File: src/logic/i3c_pkg.sv
// Field positions assume a 32-bit RX descriptor and 8-bit bus bytes; changing them breaks the TTI format
package i3c_pkg;

  // Width of one bus byte and of one RX queue entry
  parameter int unsigned ByteWidth = 8;

  // RX descriptor layout
  parameter int unsigned DescWidth = 32;
  parameter int unsigned DescCountLsb = 0;
  parameter int unsigned DescCountMsb = 15;
  parameter int unsigned DescParityErrBit = 16;
  parameter int unsigned DescOverflowBit = 17;
  parameter int unsigned DescAddrLsb = 24;
  parameter int unsigned DescAddrMsb = 31;

  // First byte after (r)START is read as address plus RnW, data bytes as raw
  typedef union packed {
    logic [ByteWidth-1:0] raw;
    struct packed {
      logic [6:0] addr;
      logic       rnw;
    } hdr;
  } hdr_byte_u;

endpackage

File: src/logic/bus_monitor.sv
// FilterCycles must be at least 1; the bus is assumed much slower than clk_i and no events leave while disabled
`timescale 1ns/1ns

module bus_monitor #(
  parameter int unsigned FilterCycles = 2
) (
  input  logic clk_i,
  input  logic rst_ni,
  input  logic enable_i,
  input  logic scl_i,
  input  logic sda_i,
  output logic scl_posedge_o,
  output logic scl_negedge_o,
  output logic sda_o,
  output logic start_det_o,
  output logic rstart_det_o,
  output logic stop_det_o
);

  localparam int unsigned CntWidth = $clog2(FilterCycles + 1);

  // Bit 0 carries SCL, bit 1 carries SDA
  logic [1:0] sync1_q;
  logic [1:0] sync2_q;
  logic [1:0] filt_q;
  logic [1:0] filt_d1_q;
  logic [CntWidth-1:0] cnt_q [2];
  logic xfer_open_q;

  logic scl_rise;
  logic scl_fall;
  logic scl_held_high;
  logic start_cond;
  logic stop_cond;

  always_ff @(posedge clk_i or negedge rst_ni) begin
    if (!rst_ni) begin
      sync1_q   <= '1;
      sync2_q   <= '1;
      filt_q    <= '1;
      filt_d1_q <= '1;
      cnt_q     <= '{default: '0};
    end else begin
      sync1_q   <= {sda_i, scl_i};
      sync2_q   <= sync1_q;
      filt_d1_q <= filt_q;
      for (int i = 0; i < 2; i++) begin
        if (sync2_q[i] == filt_q[i]) begin
          cnt_q[i] <= '0;
        end else if (cnt_q[i] == CntWidth'(FilterCycles - 1)) begin
          filt_q[i] <= sync2_q[i];
          cnt_q[i]  <= '0;
        end else begin
          cnt_q[i] <= cnt_q[i] + 1'b1;
        end
      end
    end
  end

  assign scl_rise      = filt_q[0] & ~filt_d1_q[0];
  assign scl_fall      = ~filt_q[0] & filt_d1_q[0];
  assign scl_held_high = filt_q[0] & filt_d1_q[0];
  // SDA may only move with SCL high at START and STOP
  assign start_cond    = scl_held_high & ~filt_q[1] & filt_d1_q[1];
  assign stop_cond     = scl_held_high & filt_q[1] & ~filt_d1_q[1];

  always_ff @(posedge clk_i or negedge rst_ni) begin
    if (!rst_ni) begin
      scl_posedge_o <= 1'b0;
      scl_negedge_o <= 1'b0;
      start_det_o   <= 1'b0;
      rstart_det_o  <= 1'b0;
      stop_det_o    <= 1'b0;
      xfer_open_q   <= 1'b0;
    end else begin
      scl_posedge_o <= enable_i & scl_rise;
      scl_negedge_o <= enable_i & scl_fall;
      start_det_o   <= enable_i & start_cond & ~xfer_open_q;
      rstart_det_o  <= enable_i & start_cond & xfer_open_q;
      stop_det_o    <= enable_i & stop_cond;
      if (!enable_i || stop_cond) begin
        xfer_open_q <= 1'b0;
      end else if (start_cond) begin
        xfer_open_q <= 1'b1;
      end
    end
  end

  assign sda_o = filt_q[1];

endmodule

File: src/logic/bus_rx_flow.sv
// Requests are single-cycle strobes; a new request restarts the shifter and rx_data is stale until rx_done
`timescale 1ns/1ns

module bus_rx_flow (
  input  logic                  clk_i,
  input  logic                  rst_ni,
  input  logic                  scl_posedge_i,
  input  logic                  sda_i,
  input  logic                  start_det_i,
  input  logic                  stop_det_i,
  input  logic                  rx_req_bit_i,
  input  logic                  rx_req_byte_i,
  output logic                  rx_done_o,
  output i3c_pkg::hdr_byte_u    rx_data_o
);

  localparam int unsigned BitCntWidth = $clog2(i3c_pkg::ByteWidth + 1);

  logic                         active_q;
  logic [BitCntWidth-1:0]       bits_left_q;
  logic [i3c_pkg::ByteWidth-1:0] shift_q;
  logic                         sample;

  assign sample = active_q & scl_posedge_i;

  always_ff @(posedge clk_i or negedge rst_ni) begin
    if (!rst_ni) begin
      active_q    <= 1'b0;
      bits_left_q <= '0;
      rx_done_o   <= 1'b0;
    end else begin
      rx_done_o <= 1'b0;
      if (start_det_i || stop_det_i) begin
        active_q <= 1'b0;
      end else if (rx_req_byte_i) begin
        active_q    <= 1'b1;
        bits_left_q <= BitCntWidth'(i3c_pkg::ByteWidth);
      end else if (rx_req_bit_i) begin
        active_q    <= 1'b1;
        bits_left_q <= BitCntWidth'(1);
      end else if (sample) begin
        bits_left_q <= bits_left_q - 1'b1;
        if (bits_left_q == BitCntWidth'(1)) begin
          active_q  <= 1'b0;
          rx_done_o <= 1'b1;
        end
      end
    end
  end

  // MSB first, so a single bit ends up in bit 0
  always_ff @(posedge clk_i) begin
    if (sample) begin
      shift_q <= {shift_q[i3c_pkg::ByteWidth-2:0], sda_i};
    end
  end

  assign rx_data_o.raw = shift_q;

endmodule

File: src/logic/descriptor_rx.sv
// CountWidth must not exceed 16; the descriptor queue is assumed never full and bytes are dropped when the RX queue is
`timescale 1ns/1ns

module descriptor_rx #(
  parameter int unsigned CountWidth = 16
) (
  input  logic               clk_i,
  input  logic               rst_ni,
  input  logic               byte_valid_i,
  input  logic               byte_perr_i,
  input  logic               xfer_end_i,
  input  logic               rx_queue_full_i,
  input  logic [7:0]         byte_data_i,
  input  i3c_pkg::hdr_byte_u xfer_hdr_i,
  output logic               rx_queue_wvalid_o,
  output logic               rx_desc_queue_wvalid_o,
  output logic [7:0]         rx_queue_wdata_o,
  output logic [31:0]        rx_desc_queue_wdata_o
);

  localparam int unsigned CountFieldWidth = i3c_pkg::DescCountMsb - i3c_pkg::DescCountLsb + 1;

  logic [CountWidth-1:0]         byte_cnt_q;
  logic                          perr_q;
  logic                          ovf_q;
  logic                          byte_accept;
  logic [i3c_pkg::DescWidth-1:0] desc;

  assign byte_accept = byte_valid_i & ~rx_queue_full_i;

  always_comb begin
    desc = '0;
    desc[i3c_pkg::DescCountMsb:i3c_pkg::DescCountLsb] = CountFieldWidth'(byte_cnt_q);
    desc[i3c_pkg::DescParityErrBit] = perr_q;
    desc[i3c_pkg::DescOverflowBit]  = ovf_q;
    desc[i3c_pkg::DescAddrMsb:i3c_pkg::DescAddrLsb] = xfer_hdr_i.raw;
  end

  always_ff @(posedge clk_i or negedge rst_ni) begin
    if (!rst_ni) begin
      byte_cnt_q             <= '0;
      perr_q                 <= 1'b0;
      ovf_q                  <= 1'b0;
      rx_queue_wvalid_o      <= 1'b0;
      rx_desc_queue_wvalid_o <= 1'b0;
    end else begin
      rx_queue_wvalid_o      <= byte_accept;
      rx_desc_queue_wvalid_o <= xfer_end_i;
      if (xfer_end_i) begin
        byte_cnt_q <= '0;
        perr_q     <= 1'b0;
        ovf_q      <= 1'b0;
      end else begin
        // Count only what reached the queue
        if (byte_accept) begin
          byte_cnt_q <= byte_cnt_q + 1'b1;
        end
        if (byte_valid_i && byte_perr_i) begin
          perr_q <= 1'b1;
        end
        if (byte_valid_i && rx_queue_full_i) begin
          ovf_q <= 1'b1;
        end
      end
    end
  end

  always_ff @(posedge clk_i) begin
    if (byte_accept) begin
      rx_queue_wdata_o <= byte_data_i;
    end
    if (xfer_end_i) begin
      rx_desc_queue_wdata_o <= desc;
    end
  end

endmodule

File: src/logic/standby_i3c.sv
// Receive-only I3C target; SCL is never driven and SDA is pulled low only for the header ACK
`timescale 1ns/1ns

module standby_i3c #(
  parameter int unsigned FilterCycles = 2,
  parameter int unsigned CountWidth   = 16
) (
  input  logic        clk_i,
  input  logic        rst_ni,
  input  logic        i3c_standby_en_i,
  input  logic        ctrl_scl_i,
  input  logic        ctrl_sda_i,
  input  logic        rx_queue_full_i,
  input  logic        target_sta_addr_valid_i,
  input  logic        target_dyn_addr_valid_i,
  input  logic [6:0]  target_sta_addr_i,
  input  logic [6:0]  target_dyn_addr_i,
  output logic        ctrl_scl_o,
  output logic        ctrl_sda_o,
  output logic        rx_queue_wvalid_o,
  output logic        rx_desc_queue_wvalid_o,
  output logic        bus_start_o,
  output logic        bus_rstart_o,
  output logic        bus_stop_o,
  output logic        bus_addr_valid_o,
  output logic [7:0]  rx_queue_wdata_o,
  output logic [31:0] rx_desc_queue_wdata_o,
  output logic [7:0]  bus_addr_o
);

  logic               scl_posedge;
  logic               scl_negedge;
  logic               sda_filt;
  logic               bus_start_det;
  logic               bus_rstart_det;
  logic               bus_stop_det;
  logic               any_start_det;
  logic               rx_req_bit;
  logic               rx_req_byte;
  logic               rx_done;
  i3c_pkg::hdr_byte_u rx_data;
  logic               byte_valid;
  logic               byte_perr;
  logic [7:0]         byte_data;
  logic               xfer_end;
  i3c_pkg::hdr_byte_u xfer_hdr;

  assign ctrl_scl_o = 1'b1;

  // Repeated START also aborts a pending receive
  assign any_start_det = bus_start_det | bus_rstart_det;

  bus_monitor #(
    .FilterCycles(FilterCycles)
  ) u_bus_monitor (
    .clk_i,
    .rst_ni,
    .enable_i     (i3c_standby_en_i),
    .scl_i        (ctrl_scl_i),
    .sda_i        (ctrl_sda_i),
    .scl_posedge_o(scl_posedge),
    .scl_negedge_o(scl_negedge),
    .sda_o        (sda_filt),
    .start_det_o  (bus_start_det),
    .rstart_det_o (bus_rstart_det),
    .stop_det_o   (bus_stop_det)
  );

  bus_rx_flow u_bus_rx_flow (
    .clk_i,
    .rst_ni,
    .scl_posedge_i(scl_posedge),
    .sda_i        (sda_filt),
    .start_det_i  (any_start_det),
    .stop_det_i   (bus_stop_det),
    .rx_req_bit_i (rx_req_bit),
    .rx_req_byte_i(rx_req_byte),
    .rx_done_o    (rx_done),
    .rx_data_o    (rx_data)
  );

  target_fsm u_target_fsm (
    .clk_i,
    .rst_ni,
    .enable_i               (i3c_standby_en_i),
    .scl_negedge_i          (scl_negedge),
    .start_det_i            (bus_start_det),
    .rstart_det_i           (bus_rstart_det),
    .stop_det_i             (bus_stop_det),
    .rx_done_i              (rx_done),
    .rx_data_i              (rx_data),
    .target_sta_addr_i,
    .target_dyn_addr_i,
    .target_sta_addr_valid_i,
    .target_dyn_addr_valid_i,
    .rx_req_bit_o           (rx_req_bit),
    .rx_req_byte_o          (rx_req_byte),
    .sda_o                  (ctrl_sda_o),
    .bus_addr_valid_o,
    .byte_valid_o           (byte_valid),
    .byte_perr_o            (byte_perr),
    .xfer_end_o             (xfer_end),
    .bus_addr_o,
    .xfer_hdr_o             (xfer_hdr),
    .byte_data_o            (byte_data)
  );

  descriptor_rx #(
    .CountWidth(CountWidth)
  ) u_descriptor_rx (
    .clk_i,
    .rst_ni,
    .byte_valid_i          (byte_valid),
    .byte_perr_i           (byte_perr),
    .xfer_end_i            (xfer_end),
    .rx_queue_full_i,
    .byte_data_i           (byte_data),
    .xfer_hdr_i            (xfer_hdr),
    .rx_queue_wvalid_o,
    .rx_desc_queue_wvalid_o,
    .rx_queue_wdata_o,
    .rx_desc_queue_wdata_o
  );

  assign bus_start_o  = bus_start_det;
  assign bus_rstart_o = bus_rstart_det;
  assign bus_stop_o   = bus_stop_det;

endmodule

File: src/logic/target_fsm.sv
// Private writes only; a matching read header is NACKed since this target cannot transmit
`timescale 1ns/1ns

module target_fsm (
  input  logic               clk_i,
  input  logic               rst_ni,
  input  logic               enable_i,
  input  logic               scl_negedge_i,
  input  logic               start_det_i,
  input  logic               rstart_det_i,
  input  logic               stop_det_i,
  input  logic               rx_done_i,
  input  i3c_pkg::hdr_byte_u rx_data_i,
  input  logic [6:0]         target_sta_addr_i,
  input  logic [6:0]         target_dyn_addr_i,
  input  logic               target_sta_addr_valid_i,
  input  logic               target_dyn_addr_valid_i,
  output logic               rx_req_bit_o,
  output logic               rx_req_byte_o,
  output logic               sda_o,
  output logic               bus_addr_valid_o,
  output logic               byte_valid_o,
  output logic               byte_perr_o,
  output logic               xfer_end_o,
  output i3c_pkg::hdr_byte_u bus_addr_o,
  output i3c_pkg::hdr_byte_u xfer_hdr_o,
  output logic [7:0]         byte_data_o
);

  localparam logic [2:0] StIdle     = 3'd0;
  localparam logic [2:0] StHeader   = 3'd1;
  localparam logic [2:0] StAck      = 3'd2;
  localparam logic [2:0] StData     = 3'd3;
  localparam logic [2:0] StTbit     = 3'd4;
  localparam logic [2:0] StWaitStop = 3'd5;

  logic [2:0] state_q;
  logic       xfer_active_q;

  logic [6:0] own_addr;
  logic       own_addr_valid;
  logic       write_match;
  logic       hdr_done;
  logic       data_done;
  logic       tbit_done;
  logic       tbit_bad;
  logic       bus_event;

  // Dynamic address wins once assigned
  assign own_addr       = target_dyn_addr_valid_i ? target_dyn_addr_i : target_sta_addr_i;
  assign own_addr_valid = target_dyn_addr_valid_i | target_sta_addr_valid_i;
  assign write_match    = own_addr_valid & (rx_data_i.hdr.addr == own_addr) &
                          ~rx_data_i.hdr.rnw;

  assign hdr_done  = (state_q == StHeader) & rx_done_i;
  assign data_done = (state_q == StData) & rx_done_i;
  assign tbit_done = (state_q == StTbit) & rx_done_i;
  assign bus_event = start_det_i | rstart_det_i | stop_det_i;

  // Odd parity over data byte plus T bit
  assign tbit_bad = ~^{byte_data_o, rx_data_i.raw[0]};

  always_ff @(posedge clk_i or negedge rst_ni) begin
    if (!rst_ni) begin
      state_q          <= StIdle;
      xfer_active_q    <= 1'b0;
      sda_o            <= 1'b1;
      rx_req_bit_o     <= 1'b0;
      rx_req_byte_o    <= 1'b0;
      bus_addr_valid_o <= 1'b0;
      byte_valid_o     <= 1'b0;
      byte_perr_o      <= 1'b0;
      xfer_end_o       <= 1'b0;
    end else begin
      rx_req_bit_o     <= 1'b0;
      rx_req_byte_o    <= 1'b0;
      bus_addr_valid_o <= 1'b0;
      byte_valid_o     <= 1'b0;
      byte_perr_o      <= 1'b0;
      xfer_end_o       <= 1'b0;
      if (!enable_i) begin
        state_q       <= StIdle;
        xfer_active_q <= 1'b0;
        sda_o         <= 1'b1;
      end else if (bus_event) begin
        // Any bus condition closes the running transfer
        xfer_end_o    <= xfer_active_q;
        xfer_active_q <= 1'b0;
        sda_o         <= 1'b1;
        if (stop_det_i) begin
          state_q <= StIdle;
        end else begin
          state_q       <= StHeader;
          rx_req_byte_o <= 1'b1;
        end
      end else begin
        case (state_q)
          StHeader: begin
            if (hdr_done) begin
              bus_addr_valid_o <= 1'b1;
              if (write_match) begin
                state_q       <= StAck;
                xfer_active_q <= 1'b1;
              end else begin
                state_q <= StWaitStop;
              end
            end
          end
          StAck: begin
            // Pull low on the first SCL fall, let go on the second
            if (scl_negedge_i) begin
              if (sda_o) begin
                sda_o <= 1'b0;
              end else begin
                sda_o         <= 1'b1;
                rx_req_byte_o <= 1'b1;
                state_q       <= StData;
              end
            end
          end
          StData: begin
            if (data_done) begin
              rx_req_bit_o <= 1'b1;
              state_q      <= StTbit;
            end
          end
          StTbit: begin
            if (tbit_done) begin
              byte_valid_o  <= 1'b1;
              byte_perr_o   <= tbit_bad;
              rx_req_byte_o <= 1'b1;
              state_q       <= StData;
            end
          end
          StIdle, StWaitStop: begin
            state_q <= state_q;
          end
          default: begin
            state_q <= StIdle;
          end
        endcase
      end
    end
  end

  always_ff @(posedge clk_i) begin
    if (hdr_done) begin
      bus_addr_o <= rx_data_i;
    end
    if (hdr_done && write_match) begin
      xfer_hdr_o <= rx_data_i;
    end
    if (data_done) begin
      byte_data_o <= rx_data_i.raw;
    end
  end

endmodule

File: config.mk
export PLATFORM = sky130hd
export DESIGN_NAME = standby_i3c
export DESIGN_NICKNAME = d
export VERILOG_FILES = /design/src/logic/i3c_pkg.sv /design/src/logic/bus_monitor.sv /design/src/logic/bus_rx_flow.sv /design/src/logic/descriptor_rx.sv /design/src/logic/standby_i3c.sv /design/src/logic/target_fsm.sv
export SDC_FILE = /design/constraint.sdc
export NUM_CORES = 1
export LEC_CHECK = 0
export ABC_AREA = 1
export BUFFER_PORTS_ARGS = -buffer_cell sky130_fd_sc_hd__buf_2
export CAP_MARGIN = 0
export CORE_UTILIZATION = 40
export DETAILED_ROUTE_END_ITERATION = 6
export GPL_ROUTABILITY_DRIVEN = 0
export PLACE_DENSITY = 0.57
export SETUP_SLACK_MARGIN = 0.05
export SLEW_MARGIN = 40
export SYNTH_ARGS = -nofsm -noshare
export SYNTH_HDL_FRONTEND = slang
export SYNTH_SLANG_ARGS = --single-unit
File: constraint.sdc
create_clock -name clk_i -period 2.1 [get_ports clk_i]
set_input_delay 0.21 -clock clk_i [delete_from_list [all_inputs] [get_ports clk_i]]
set_output_delay 0.21 -clock clk_i [all_outputs]
set_load 0.005 [all_outputs]
======== Word-level counts from Yosys, hierarchy flattened ========
Index checks and enable logic that the tools add are counted.
word-level totals
  register bits after elaboration ......... 121
  input bits .............................. 22
  output and inout port bits .............. 56
  word-level logic and storage cells ...... 187
operators by class
  add/sub/neg operators ................... 4
  equal/unequal tests ..................... 22
  multiplexer cells ....................... 69
  bitwise logic cells ..................... 33
  reduce and logical (&&, ||, !) cells .... 23
operators with widths
  operator               count
  $mux 1                 49
  $mux 16                2
  $mux 3                 8
  $and 1x1->1            20
  $add 16x1->16 const B  1
  $ne 3x1->1 const B     5
  $pmux 3 s5             1
  $mux 4                 3
  $ne 4x2->1 const B     3
  $not 1->1              10
  $reduce_and 2->1       5
  $reduce_xnor 9->1      1
  $mux 2                 4
  $reduce_bool 2->1      4
  $reduce_bool 4->1      2
  $eq 7x7->1             1
  $mux 7                 1
  $eq 3x2->1 const B     2
  $eq 3x3->1 const B     2
  $reduce_and 6->1       1
  $add 2x1->2 const B    2
  $eq 2x1->1 const B     2
  $eq 4x1->1 const B     1
  $ne 4x3->1 const B     1
  14 further kinds       20

======== Longest topological paths before layout ========
Gate-level depths: netlist (run 1).
  depth after elaboration ................. 9
  mapped depth ............................ 13
  depth with buffers taken out ............ 13

======== Cells and area by module ========
From an unflattened synthesis (run 1), not the netlist that was laid out.
second synthesis, totals
  cell total of the unflattened synthesis .. 507
  area, all modules ....................... 5175.0 um^2
by module, submodules not included
  module         instances  cells an instance  area an instance (um^2)  sequential area each (um^2)
  descriptor_rx  1          181                2105.8                   1521.5
  target_fsm     1          209                1785.5                   997.2
  bus_monitor    1          58                 636.9                    460.4
  bus_rx_flow    1          54                 624.3                    390.4
  standby_i3c    1          5                  22.5                     0.0

======== Worst setup path after synthesis (run 1) ========
OpenSTA, ideal clock, no wires.
  path kind ............................... register to register
  from .................................... register u_bus_rx_flow.shift_q (netlist bit u_bus_rx_flow.rx_data_o[2])
  to ...................................... register u_target_fsm.xfer_hdr_o[0] (netlist name) (enable)
  library setup time ...................... 0.370 ns
  arrival time ............................ 1.277 ns
  data required time ...................... 1.730 ns
  setup slack ............................. 0.452 ns
  stages on the path, launching flop included .. 7
  path buffers ............................ 0
  period minus slack after synthesis ...... 1.648 ns
  cells stage by stage .................... edfxtp_1 -> nand3b_1 -> nand2_1 -> nand2_1 -> nor2_1 -> nand3_1 -> nor2_1
on the way
  word-level cells in the longest chain between the ends .. 4
ends and longest elaborated chain
  item                       line               source
  from (decl)                bus_rx_flow.sv:21  logic [i3c_pkg::ByteWidth-1:0] shift_q;
  from (signal assigned)     bus_rx_flow.sv:54  shift_q <= {shift_q[i3c_pkg::ByteWidth-2:0], sda_i};
  $eq 7x7->1                 target_fsm.sv:52   assign write_match = own_addr_valid & (rx_data_i.hdr.addr == own_addr) &
  $and 1x1->1 (2 in series)  target_fsm.sv:52
  $logic_and 1x1->1          target_fsm.sv:150  if (hdr_done && write_match) begin
  to (signal assigned)       target_fsm.sv:151  xfer_hdr_o <= rx_data_i;
  to (decl)                  target_fsm.sv:26   output i3c_pkg::hdr_byte_u xfer_hdr_o,
No other way between the ends.
A chain may end at the register's enable or synchronous reset.

======== Final worst setup path (run 1) ========
Same ends and word-level chain as after synthesis.

==> results of run 1 <==
synth_stat cells:
cell and count:
sky130_fd_sc_hd__ha_1 3, sky130_fd_sc_hd__nor3_1 12, sky130_fd_sc_hd__xnor2_1 7, sky130_fd_sc_hd__dfstp_2 9, sky130_fd_sc_hd__o21ai_0 13, sky130_fd_sc_hd__a21o_1 1, sky130_fd_sc_hd__inv_2 11, sky130_fd_sc_hd__nor3_4 1
sky130_fd_sc_hd__o211ai_1 1, sky130_fd_sc_hd__a31oi_1 1, sky130_fd_sc_hd__nand3b_1 3, sky130_fd_sc_hd__clkbuf_1 1, sky130_fd_sc_hd__xor2_1 3, sky130_fd_sc_hd__a22oi_1 1, sky130_fd_sc_hd__nor3_2 4, sky130_fd_sc_hd__o31ai_1 2
sky130_fd_sc_hd__nor2_4 2, sky130_fd_sc_hd__buf_4 8, sky130_fd_sc_hd__nor2_1 45, sky130_fd_sc_hd__nand4_1 7, sky130_fd_sc_hd__conb_1 2, sky130_fd_sc_hd__nand3_1 23, sky130_fd_sc_hd__clkinv_1 2, sky130_fd_sc_hd__o21ai_1 5
sky130_fd_sc_hd__dfrtp_1 46, sky130_fd_sc_hd__nand2_1 110, sky130_fd_sc_hd__inv_1 50, sky130_fd_sc_hd__nand2_2 2, sky130_fd_sc_hd__edfxtp_1 66, sky130_fd_sc_hd__nor4_1 3, sky130_fd_sc_hd__a21oi_1 11, sky130_fd_sc_hd__nor2_2 4
power groups by stage:
stage / Sequential [uW] / Combinational [uW] / Clock (uW)
final: 2840 / 513 / 2730
after global routing: 2860 / 604 / 2900
after CTS: 2840 / 523 / 2790
after detailed placement: 2880 / 517 / 0
after global placement: 2880 / 501 / 0
after floorplan: 2840 / 389 / 0
metal layers:
| metal | vias to the layer above | part of all wire (%) | wire (um) | global-route usage [%] |
|---|---|---|---|---|
| li1 | 1683 | - | - | - |
| met1 | 1587 | 46 | 4250 | 19.9 |
| met4 | 0 | 1.5 | 141 | 7.81 |
| met2 | 94 | 47 | 4280 | 24.5 |
| met5 | - | 0 | 0 | 0 |
| met3 | 15 | 5.4 | 491 | 5.20 |
placed cells by master (no fill, tap or decap), types with 5 or more instances in the layout:
master,n
sky130_fd_sc_hd__nand3_1,23
sky130_fd_sc_hd__clkbuf_16,17
sky130_fd_sc_hd__nand4_1,7
sky130_fd_sc_hd__buf_2,70
sky130_fd_sc_hd__inv_2,11
sky130_fd_sc_hd__clkinv_4,6
sky130_fd_sc_hd__a21oi_1,11
sky130_fd_sc_hd__dfstp_2,9
sky130_fd_sc_hd__dfrtp_1,46
sky130_fd_sc_hd__nand2_1,110
sky130_fd_sc_hd__nor2_1,45
sky130_fd_sc_hd__nor3_1,12
sky130_fd_sc_hd__inv_1,50
sky130_fd_sc_hd__xnor2_1,7
sky130_fd_sc_hd__edfxtp_1,66
sky130_fd_sc_hd__buf_4,6
sky130_fd_sc_hd__conb_1,7
sky130_fd_sc_hd__o21ai_1,5
sky130_fd_sc_hd__o21ai_0,13
metrics by stage:
stage	setup slack, ps	total power [uW]
4_1_cts	362	6150
5_1_grt	230	6360
3_3_place_gp	379	3380
3_5_place_dp	348	3400
2_1_floorplan	452	3230
6_report	364	6080
kinds of logic (layout without fill, tap and decap cells):
| logic type | Yosys count | in the layout | synth area share [%] |
|---|---|---|---|
| AND/OR/NAND/NOR | 216 | 216 | 19.4 |
| flip-flops | 121 | 121 | 68.1 |
| buffers and inverters | 72 | 175 | 6.07 |
| AO/OA/AOI/OAI | 35 | 35 | 3.82 |
| XOR/XNOR | 10 | 10 | 1.77 |
| adder cells (fa/ha/maj) | 3 | 3 | 0.758 |
| other | 2 | 7 | 0.152 |
sequential cells by signal (all words and copies together) (netlist names), 2 cells and up:
signal / count
u_descriptor_rx.rx_desc_queue_wdata_o: 26
u_descriptor_rx.byte_cnt_q: 16
u_bus_rx_flow.rx_data_o: 8
u_descriptor_rx.rx_queue_wdata_o: 8
u_target_fsm.bus_addr_o: 8
u_target_fsm.byte_data_o: 8
u_target_fsm.xfer_hdr_o: 8
u_bus_monitor.cnt_q: 4
u_bus_rx_flow.bits_left_q: 4
u_target_fsm.state_q: 3
u_bus_monitor.filt_d1_q: 2
u_bus_monitor.filt_q: 2
u_bus_monitor.sync1_q: 2
u_bus_monitor.sync2_q: 2
layout make-up:
cell class / count / area (um^2) / share of cell area (%)
clock inverter: 15 / 146 / 2.39
timing repair buffer: 80 / 445 / 7.26
tap: 168 / 210 / 3.43
multi-input combinational: 271 / 1300 / 21.2
clock buffer: 17 / 425 / 6.94
sequential: 121 / 3370 / 54.9
inverter: 63 / 236 / 3.86
worst paths after layout:
| path | startpoint | to | slack, ps | cells past startpoint |
|---|---|---|---|---|
| max reg2reg | u_bus_rx_flow.rx_data_o[2] | u_target_fsm.xfer_hdr_o[0] | 360 | 7 |
| min in group asynchronous | rst_ni | u_descriptor_rx.rx_queue_wvalid_o | 330 | 2 |
| max in group asynchronous | rst_ni | u_target_fsm.sda_o | 1120 | 3 |
| max | u_bus_rx_flow.rx_data_o[2] | u_target_fsm.xfer_hdr_o[0] | 360 | 7 |
| min | rx_queue_full_i | u_descriptor_rx.rx_queue_wvalid_o | 30 | 2 |
| min reg2reg | u_bus_monitor.sync1_q[0] | u_bus_monitor.sync2_q[0] | 350 | 0 |
==> results.json, run 1 <==
{
  "slowest_stage": "sky130_fd_sc_hd__edfxtp_1",
  "antenna_found_initial": 0,
  "combinationalPowerShare_pct": 8.4,
  "dr.first_iter.drc_count": 221,
  "cp_data_arrival_time_ps": 1860,
  "crit_buf_inv": 1,
  "mappedNetlistArea_um2": 4950,
  "worst-path-max-fanout": 8,
  "endpoint_kind": "flip-flop",
  "cts_hold_repair.buffers": 3,
  "design.core.area_um2": 12100,
  "count_of_antenna_diodes_in_the_layout": 0,
  "htreeDepth": 4,
  "die_w_um": 113,
  "cts_setup_buffers": 0,
  "die_height_um": 113,
  "grt.overflow.total": 0,
  "drt_drc_violations_left": 0,
  "slew-limit-headroom_pct": 61.2,
  "syn-instance-count": 459,
  "layout_area_overhead_pct": 23.9,
  "design.final.nets": 579,
  "yosysSeqAreaShare_pct": 68.1,
  "routed_wl_um": 9160,
  "synth.lib_cells_used.distinct": 32,
  "grt_setup_unrepaired": "no",
  "final_design_area_no_fill_um2": 6130,
  "first_global_vias": 3193,
  "peak_supply_drop_uv": 524,
  "groute.usage.overall_pct": 15.8,
  "final-setup-viol-count": 0,
  "worstSetupStartpointType": "flip-flop",
  "drt_pre_antenna_iters": 4,
  "clockRootBuffer": "sky130_fd_sc_hd__clkbuf_16",
  "hold_class": "in -> reg",
  "path_delay_family": "simple AND/OR/NAND/NOR gates",
  "power.switching_uw": 1540,
  "largest_cells_by_area_after_synthesis": "sky130_fd_sc_hd__edfxtp_1 (40%), sky130_fd_sc_hd__dfrtp_1 (23%), sky130_fd_sc_hd__nand2_1 (8.3%), sky130_fd_sc_hd__dfstp_2 (4.8%), sky130_fd_sc_hd__inv_1 (3.8%)",
  "ys_seq_elements": 121,
  "hpwl_um": 6600,
  "cts_tree": "yes",
  "static_leakage_uw": 0.00268,
  "fin_util_pct": 50.8,
  "route.antenna.remaining_nets": 0,
  "ys.warnings.count": 0,
  "final_cell_count_no_fill": 735,
  "numPlacedInstances": 700,
  "io_buffer_count": 70,
  "row_count": 40,
  "number_of_vias_in_the_routed_layout": 3379,
  "overall_die_area_um2": 12800,
  "post_cts_resized": 0,
  "clock_sink_count": 121,
  "postSynthAreaPerCell_um2": 10.8,
  "clockPowerShare_pct": 44.9,
  "post-route-period-util_pct": 82.6,
  "final.setup.tns_ps": 0,
  "final.hold.worst_slack_ps": 31.3,
  "fill_cells": 1083,
  "postPlaceCellArea_um2": 5530,
  "largest_net_degree_at_the_start_of_global_routing": 34,
  "drt-wirelength-per-cell_um": 12.5,
  "drv_cap": 0,
  "yosysTopAreaCellShare_pct": 40.0,
  "maxSlewViolCount": 0,
  "min_period_ps": 1740,
  "clock_skew_ps": 6.48,
  "cell_taking_the_most_area_after_synthesis": "sky130_fd_sc_hd__edfxtp_1",
  "timing.final.hold_violations": 0,
  "fmaxAchievable_mhz": 576,
  "power_switching_share_pct": 25.3,
  "floorplan.initialDensity_pct": 41.0,
  "power_per_cell_area_nw_per_um2": 992,
  "status": "finished, final reports clean",
  "clock_latency_ps": 410,
  "first_pass_grt_wire_length_um": 15200,
  "critPathMaxStageDelay_ps": 500,
  "share_of_cells_above_drive_strength_1_pct": 25.0,
  "cell_internal_pwr_uw": 4540,
  "share_seq_of_total_power_pct": 46.7,
  "timing_worst_slew_pin_value_ps": 581,
  "vias_per_cell": 4.60,
  "ordered_cell_list_for_the_critical_path": "nand3b_1, nand2_1, nand2_1, nor2_1, nand3_1, nor2_1, buf_4",
  "timing.critical_path.required_ps": 2220,
  "cts_buffers": 17,
  "crit_type": "reg -> reg",
  "max-clock-path-buffers": 2,
  "top_level_ports": 78,
  "clk_transition_reported_paths_ps": 60
}
No activity file was read; power rests on OpenSTA's default activity.
==> inputs of run 2 (changes only) <==
==> constraint.sdc (replaced) <==
create_clock -name clk_i -period 1.8 [get_ports clk_i]
set_input_delay 0.18 -clock clk_i [delete_from_list [all_inputs] [get_ports clk_i]]
set_output_delay 0.18 -clock clk_i [all_outputs]
set_load 0.005 [all_outputs]
==> run 2 against run 1 <==
Worst setup slack got worse by 180 ps. Core utilization grew 0.49 points. Power rose by 16%. Clock skew grew 2.8 ps. Die area did not move. Critical path type unchanged.
==> results.json, run 2 (synthesized netlist as in run 1, its figures left out) <==
{
  "crit_type": "reg -> reg",
  "hpwl_um": 6640,
  "max-clock-path-buffers": 2,
  "global_route.peak_usage_layer": "met2",
  "worst-path-max-fanout": 8,
  "drv_cap": 0,
  "clock_skew_ps": 9.26,
  "layout_area_overhead_pct": 25.1,
  "mostFrequentLayoutCell": "sky130_fd_sc_hd__nand2_1",
  "cts_buffers": 17,
  "postPlaceCellArea_um2": 5600,
  "fmaxAchievable_mhz": 621,
  "floorplan.initialDensity_pct": 41.0,
  "hold_class": "in -> reg",
  "timing.final.hold_violations": 0,
  "area_occupied_by_multi_input_gates_um2": 1300,
  "top_level_ports": 78,
  "min_from": "i3c_standby_en_i",
  "first_global_vias": 3270,
  "number_of_vias_in_the_routed_layout": 3375,
  "crit_start": "u_bus_rx_flow.rx_data_o[5]",
  "groute.usage.overall_pct": 16.1,
  "drt-wirelength-per-cell_um": 12.3,
  "design.core.area_um2": 12100,
  "timing.critical_path.required_ps": 1920,
  "max_flop_register": "u_descriptor_rx.rx_desc_queue_wdata_o",
  "grt_setup_unrepaired": "no",
  "count_of_antenna_diodes_in_the_layout": 0,
  "finalPower_uw": 7040,
  "final-setup-viol-count": 0,
  "clock_latency_ps": 410,
  "die_height_um": 113,
  "vias_per_cell": 4.53,
  "final_design_area_no_fill_um2": 6190,
  "final_cell_mix": "sky130_fd_sc_hd__nand2_1 (110), sky130_fd_sc_hd__buf_2 (70), sky130_fd_sc_hd__edfxtp_1 (66), sky130_fd_sc_hd__inv_1 (50), sky130_fd_sc_hd__dfrtp_1 (46)",
  "worstSetupStartpointType": "flip-flop",
  "drt_pre_antenna_iters": 4,
  "seq_area_um2": 3370,
  "min_period_ps": 1610,
  "numPlacedInstances": 709,
  "final.hold.worst_slack_ps": 46.7,
  "endpoint_kind": "flip-flop",
  "final.setup.tns_ps": 0,
  "cp_data_arrival_time_ps": 1730,
  "row_count": 40,
  "htreeDepth": 4,
  "reg2reg_from": "u_bus_rx_flow.rx_data_o[5]",
  "power_per_cell_area_nw_per_um2": 1140,
  "clock_sink_count": 121,
  "final_cell_count_no_fill": 745,
  "fill_cells": 1068,
  "peak_supply_drop_uv": 587,
  "share_of_cells_above_drive_strength_1_pct": 26.0,
  "clk_transition_reported_paths_ps": 60,
  "largestRegisters": "u_descriptor_rx.rx_desc_queue_wdata_o: 26 flops, u_descriptor_rx.byte_cnt_q: 16 flops",
  "die_w_um": 113,
  "post_cts_resized": 0,
  "overall_die_area_um2": 12800,
  "first_pass_grt_wire_length_um": 15600,
  "clockRootBuffer": "sky130_fd_sc_hd__clkbuf_16",
  "gr-usage-met2_pct": 25.6,
  "route.antenna.remaining_nets": 0,
  "grt.overflow.total": 0,
  "post-route-period-util_pct": 89.5,
  "maxSlewViolCount": 0,
  "dr.first_iter.drc_count": 175,
  "antenna_found_initial": 0,
  "grt_use_met3_pct": 5.09,
  "design.final.nets": 589,
  "static_leakage_uw": 0.00272,
  "cts_tree": "yes",
  "status": "finished, final reports clean",
  "drt_drc_violations_left": 0,
  "largest_net_degree_at_the_start_of_global_routing": 44,
  "routed_wl_um": 9190,
  "io_buffer_count": 70,
  "global_route_met1_usage_pct": 20.3,
  "largest_register_ff_count": 26
}
run 2: cell types whose count changed in the layout (fill, tap and decap cells not counted):
cell	before	now
sky130_fd_sc_hd__clkinv_1	2	4
sky130_fd_sc_hd__clkinv_2	1	2
sky130_fd_sc_hd__inv_6	2	1
sky130_fd_sc_hd__inv_8	1	0
sky130_fd_sc_hd__buf_4	6	16
sky130_fd_sc_hd__clkinv_4	6	5
run 2: where the power goes:
part           internal (uW)  total [uW]  switching (uW)  leakage (uW)
sequential              3150        3300             144       0.00128
combinational            246         635             389       0.00118
clock                   1890        3110            1220      0.000260
total                   5290        7040            1750       0.00272
run 2: final cells by class:
cell class,count,share of cell area (%)
flip-flops and latches,121,54.4
multi-input cells,271,21.0
repair buffers,90,8.41
clock buffers,17,6.87
inverters,63,3.82
well taps,168,3.40
clock inverters,15,2.10
run 2: stage by stage:
step / util [%] / setup slack [ps]
global route: 51.3 / 52.2
floorplan: - / 152
CTS: 51.3 / 188
global placement: 46.4 / 185
finish: 51.3 / 189
detailed placement: 46.4 / 131
run 2: routing by layer:
| layer | vias to the layer above | routed length (um) |
|---|---|---|
| met5 | - | 0 |
| met4 | 0 | 114 |
| met3 | 11 | 357 |
| met2 | 65 | 4380 |
| met1 | 1591 | 4340 |
| li1 | 1708 | - |
run 2: path summary, 6_finish.rpt:
| kind | cells past startpoint | slack, ps | to |
|---|---|---|---|
| setup / recovery | 8 | 190 | u_target_fsm.xfer_hdr_o[0] |
| hold / removal | 3 | 50 | u_bus_monitor.scl_negedge_o |
| setup reg to reg | 8 | 190 | u_target_fsm.xfer_hdr_o[0] |
| hold reg to reg | 0 | 360 | u_bus_monitor.sync2_q[0] |
| max in group asynchronous | 3 | 1000 | u_bus_monitor.sync1_q[0] |
| min in group asynchronous | 2 | 210 | u_descriptor_rx.byte_cnt_q[15] |
run 2: repair_timing:
| item | CTS | global route |
|---|---|---|
| buffers inserted | 0 | 1 |
| endpoints found under the hold margin | 18 | 0 |
| endpoints found under the setup margin | 0 | 7 |
| hold buffers | 3 | 0 |
run 2: worst max-delay path, stage by stage (launching register included):
cell,delay (ps)
sky130_fd_sc_hd__edfxtp_1,490
sky130_fd_sc_hd__inv_1,90
sky130_fd_sc_hd__nand3_1,70
sky130_fd_sc_hd__nand2_1,70
sky130_fd_sc_hd__nand2_1,50
sky130_fd_sc_hd__nor2_1,140
sky130_fd_sc_hd__nand3_1,110
sky130_fd_sc_hd__nor2_1,120
sky130_fd_sc_hd__buf_4,190
==> inputs of run 3 (changes only) <==
--- a/config.mk
+++ b/config.mk
@@ -11,6 +11,7 @@
 export CORE_UTILIZATION = 40
 export DETAILED_ROUTE_END_ITERATION = 6
 export GPL_ROUTABILITY_DRIVEN = 0
+export HOLD_SLACK_MARGIN = 0.1
 export PLACE_DENSITY = 0.57
 export SETUP_SLACK_MARGIN = 0.05
 export SLEW_MARGIN = 40
==> run 3 against run 2 <==
Non-clock buffer count up 2. Global-route usage unchanged. Flip-flop and latch count unchanged. Core utilization up 0.17 points. Register-to-register slack about the same. Power about the same. Worst setup slack better by 11 ps. Via count up 0.12%. Clock power about the same. Routed wire length about the same. Critical endpoint unchanged. Highest routed layer unchanged.
==> results.json, run 3 (synthesized netlist as in run 1, its figures left out) <==
{
  "status": "finished, final reports clean",
  "crit_type": "reg -> reg",
  "final_design_area_no_fill_um2": 6210,
  "area_occupied_by_multi_input_gates_um2": 1300,
  "design.core.area_um2": 12100,
  "groute.usage.overall_pct": 16.1,
  "reg2regPathDepth": 8,
  "clk_transition_reported_paths_ps": 60,
  "power_per_cell_area_nw_per_um2": 1130,
  "cts_buffers": 17,
  "top_level_ports": 78,
  "cell_internal_pwr_uw": 5290,
  "critPathMaxStageDelay_ps": 490,
  "peak_supply_drop_uv": 588,
  "final-setup-viol-count": 0,
  "row_count": 40,
  "timing.final.hold_violations": 0,
  "hpwl_um": 6640,
  "maxSlewViolCount": 0,
  "endpoint_kind": "flip-flop",
  "min_period_ps": 1600,
  "seq_area_um2": 3370,
  "cp_data_arrival_time_ps": 1720,
  "grt.overflow.total": 0,
  "worstSetupStartpointType": "flip-flop",
  "route.antenna.remaining_nets": 0,
  "die_w_um": 113,
  "power_switching_share_pct": 24.9,
  "share_seq_of_total_power_pct": 46.8,
  "routed_wl_um": 9190,
  "post_cts_resized": 0,
  "hold_class": "in -> async",
  "largest_register_ff_count": 26,
  "timing.critical_path.required_ps": 1920,
  "postPlaceCellArea_um2": 5600,
  "worst-r2r-setup-slack_ps": 200,
  "vias_per_cell": 4.52,
  "first_pass_grt_wire_length_um": 15600,
  "dr.first_iter.drc_count": 163,
  "power.switching_uw": 1750,
  "htreeDepth": 4,
  "combinationalPowerShare_pct": 9.1,
  "mostFrequentLayoutCell": "sky130_fd_sc_hd__nand2_1",
  "die_height_um": 113,
  "fill_cells": 1069,
  "count_of_antenna_diodes_in_the_layout": 0,
  "final.setup.tns_ps": 0,
  "clockRootBuffer": "sky130_fd_sc_hd__clkbuf_16",
  "largestRegisters": "u_descriptor_rx.rx_desc_queue_wdata_o: 26 flops, u_descriptor_rx.byte_cnt_q: 16 flops",
  "final_cell_mix": "sky130_fd_sc_hd__nand2_1 (110), sky130_fd_sc_hd__buf_2 (70), sky130_fd_sc_hd__edfxtp_1 (66), sky130_fd_sc_hd__inv_1 (50), sky130_fd_sc_hd__dfrtp_1 (46)",
  "critical_path.reg2reg.endpoint": "u_target_fsm.xfer_hdr_o[0]",
  "share_of_cells_above_drive_strength_1_pct": 25.9,
  "reg2reg_from": "u_bus_rx_flow.rx_data_o[5]",
  "clockPowerShare_pct": 44.1,
  "slowest_stage": "sky130_fd_sc_hd__edfxtp_1",
  "largest_net_degree_at_the_start_of_global_routing": 44,
  "ordered_cell_list_for_the_critical_path": "inv_1, nand3_1, nand2_1, nand2_1, nor2_1, nand3_1, nor2_1, buf_4",
  "number_of_vias_in_the_routed_layout": 3379,
  "design.final.nets": 591,
  "fmaxAchievable_mhz": 625,
  "static_leakage_uw": 0.00273,
  "clock_latency_ps": 410,
  "io_buffer_count": 70,
  "drt_drc_violations_left": 0,
  "max_flop_register": "u_descriptor_rx.rx_desc_queue_wdata_o",
  "cts_tree": "yes",
  "clock_sink_count": 121,
  "worst-path-max-fanout": 8,
  "drv_cap": 0,
  "max-clock-path-buffers": 2,
  "antenna_found_initial": 0,
  "drt-wirelength-per-cell_um": 12.3,
  "floorplan.initialDensity_pct": 41.0,
  "post-route-period-util_pct": 88.9,
  "first_global_vias": 3276,
  "layout_area_overhead_pct": 25.5,
  "clock_skew_ps": 7.66,
  "grt_setup_unrepaired": "no",
  "overall_die_area_um2": 12800,
  "drt_pre_antenna_iters": 4
}
==> run 3: cell types whose count changed in the layout (fill, tap and decap cells not counted), sizes merged <==
cell,change
dlygate4sd3,+2
==> run 3: per-layer routing <==
metal,vias up,part of all wire [%],GRT usage (%),routed length [um]
met1,1584,47,20.3,4320
met3,16,4.0,5.09,364
met2,64,47,25.6,4350
li1,1715,-,-,-
met5,-,0,0,0
met4,0,1.7,7.37,158
==> run 3: repair_timing <==
item | 4_1_cts | 5_1_grt
setup buffers | 0 | 1
hold endpoints to repair | 53 | 0
endpoints found under the setup margin | 0 | 7
hold buffers | 5 | 0
==> run 3: power groups by stage <==
| stage | registers (uW) | logic, uW | clock network [uW] |
|---|---|---|---|
| floorplan | 3310 | 454 | 0 |
| global placement | 3340 | 615 | 0 |
| detailed placement | 3340 | 634 | 0 |
| CTS | 3290 | 645 | 3180 |
| global route | 3320 | 761 | 3310 |
| finish | 3300 | 639 | 3110 |
==> run 3: through the flow <==
stage / std cells / setup WS [ps] / power, uW / util (%) / hold WS (ps)
5_1_grt: 747 / 52.2 / 7390 / 51.5 / 227
3_3_place_gp: 709 / 185 / 3950 / 46.4 / 97.4
2_1_floorplan: 464 / 152 / 3770 / - / -116
6_report: 747 / 201 / 7040 / 51.5 / 209
3_5_place_dp: 709 / 131 / 3980 / 46.4 / 97.3
4_1_cts: 746 / 188 / 7120 / 51.4 / 184
==> run 3: critical path, delay by kind of cell, from the launching register on <==
| family | cells | cell delay, ps |
|---|---|---|
| buf+inv | 2 | 270 |
| flops | 1 | 490 |
| simple gates | 6 | 550 |
==> run 3: worst max path at each step <==
stage	from	to	slack [ps]	cells after the start
floorplan	u_bus_rx_flow.rx_data_o[2]	u_target_fsm.xfer_hdr_o[0]	150	6
global placement	target_dyn_addr_valid_i	u_target_fsm.xfer_hdr_o[4]	190	12
detailed placement	target_dyn_addr_valid_i	u_target_fsm.xfer_hdr_o[3]	130	11
CTS	u_bus_rx_flow.rx_data_o[7]	u_target_fsm.xfer_hdr_o[4]	190	8
global route	u_bus_rx_flow.rx_data_o[5]	u_target_fsm.xfer_hdr_o[0]	50	8
finish	u_bus_rx_flow.rx_data_o[5]	u_target_fsm.xfer_hdr_o[0]	200	8
==> run 3: cell type report <==
| type | count | share of cell area (%) |
|---|---|---|
| Sequential cell | 121 | 54.3 |
| Multi-Input combinational cell | 271 | 20.9 |
| Timing Repair Buffer | 92 | 8.70 |
| Clock buffer | 17 | 6.85 |
| Inverter | 63 | 3.81 |
| Tap cell | 168 | 3.38 |
| Clock inverter | 15 | 2.10 |
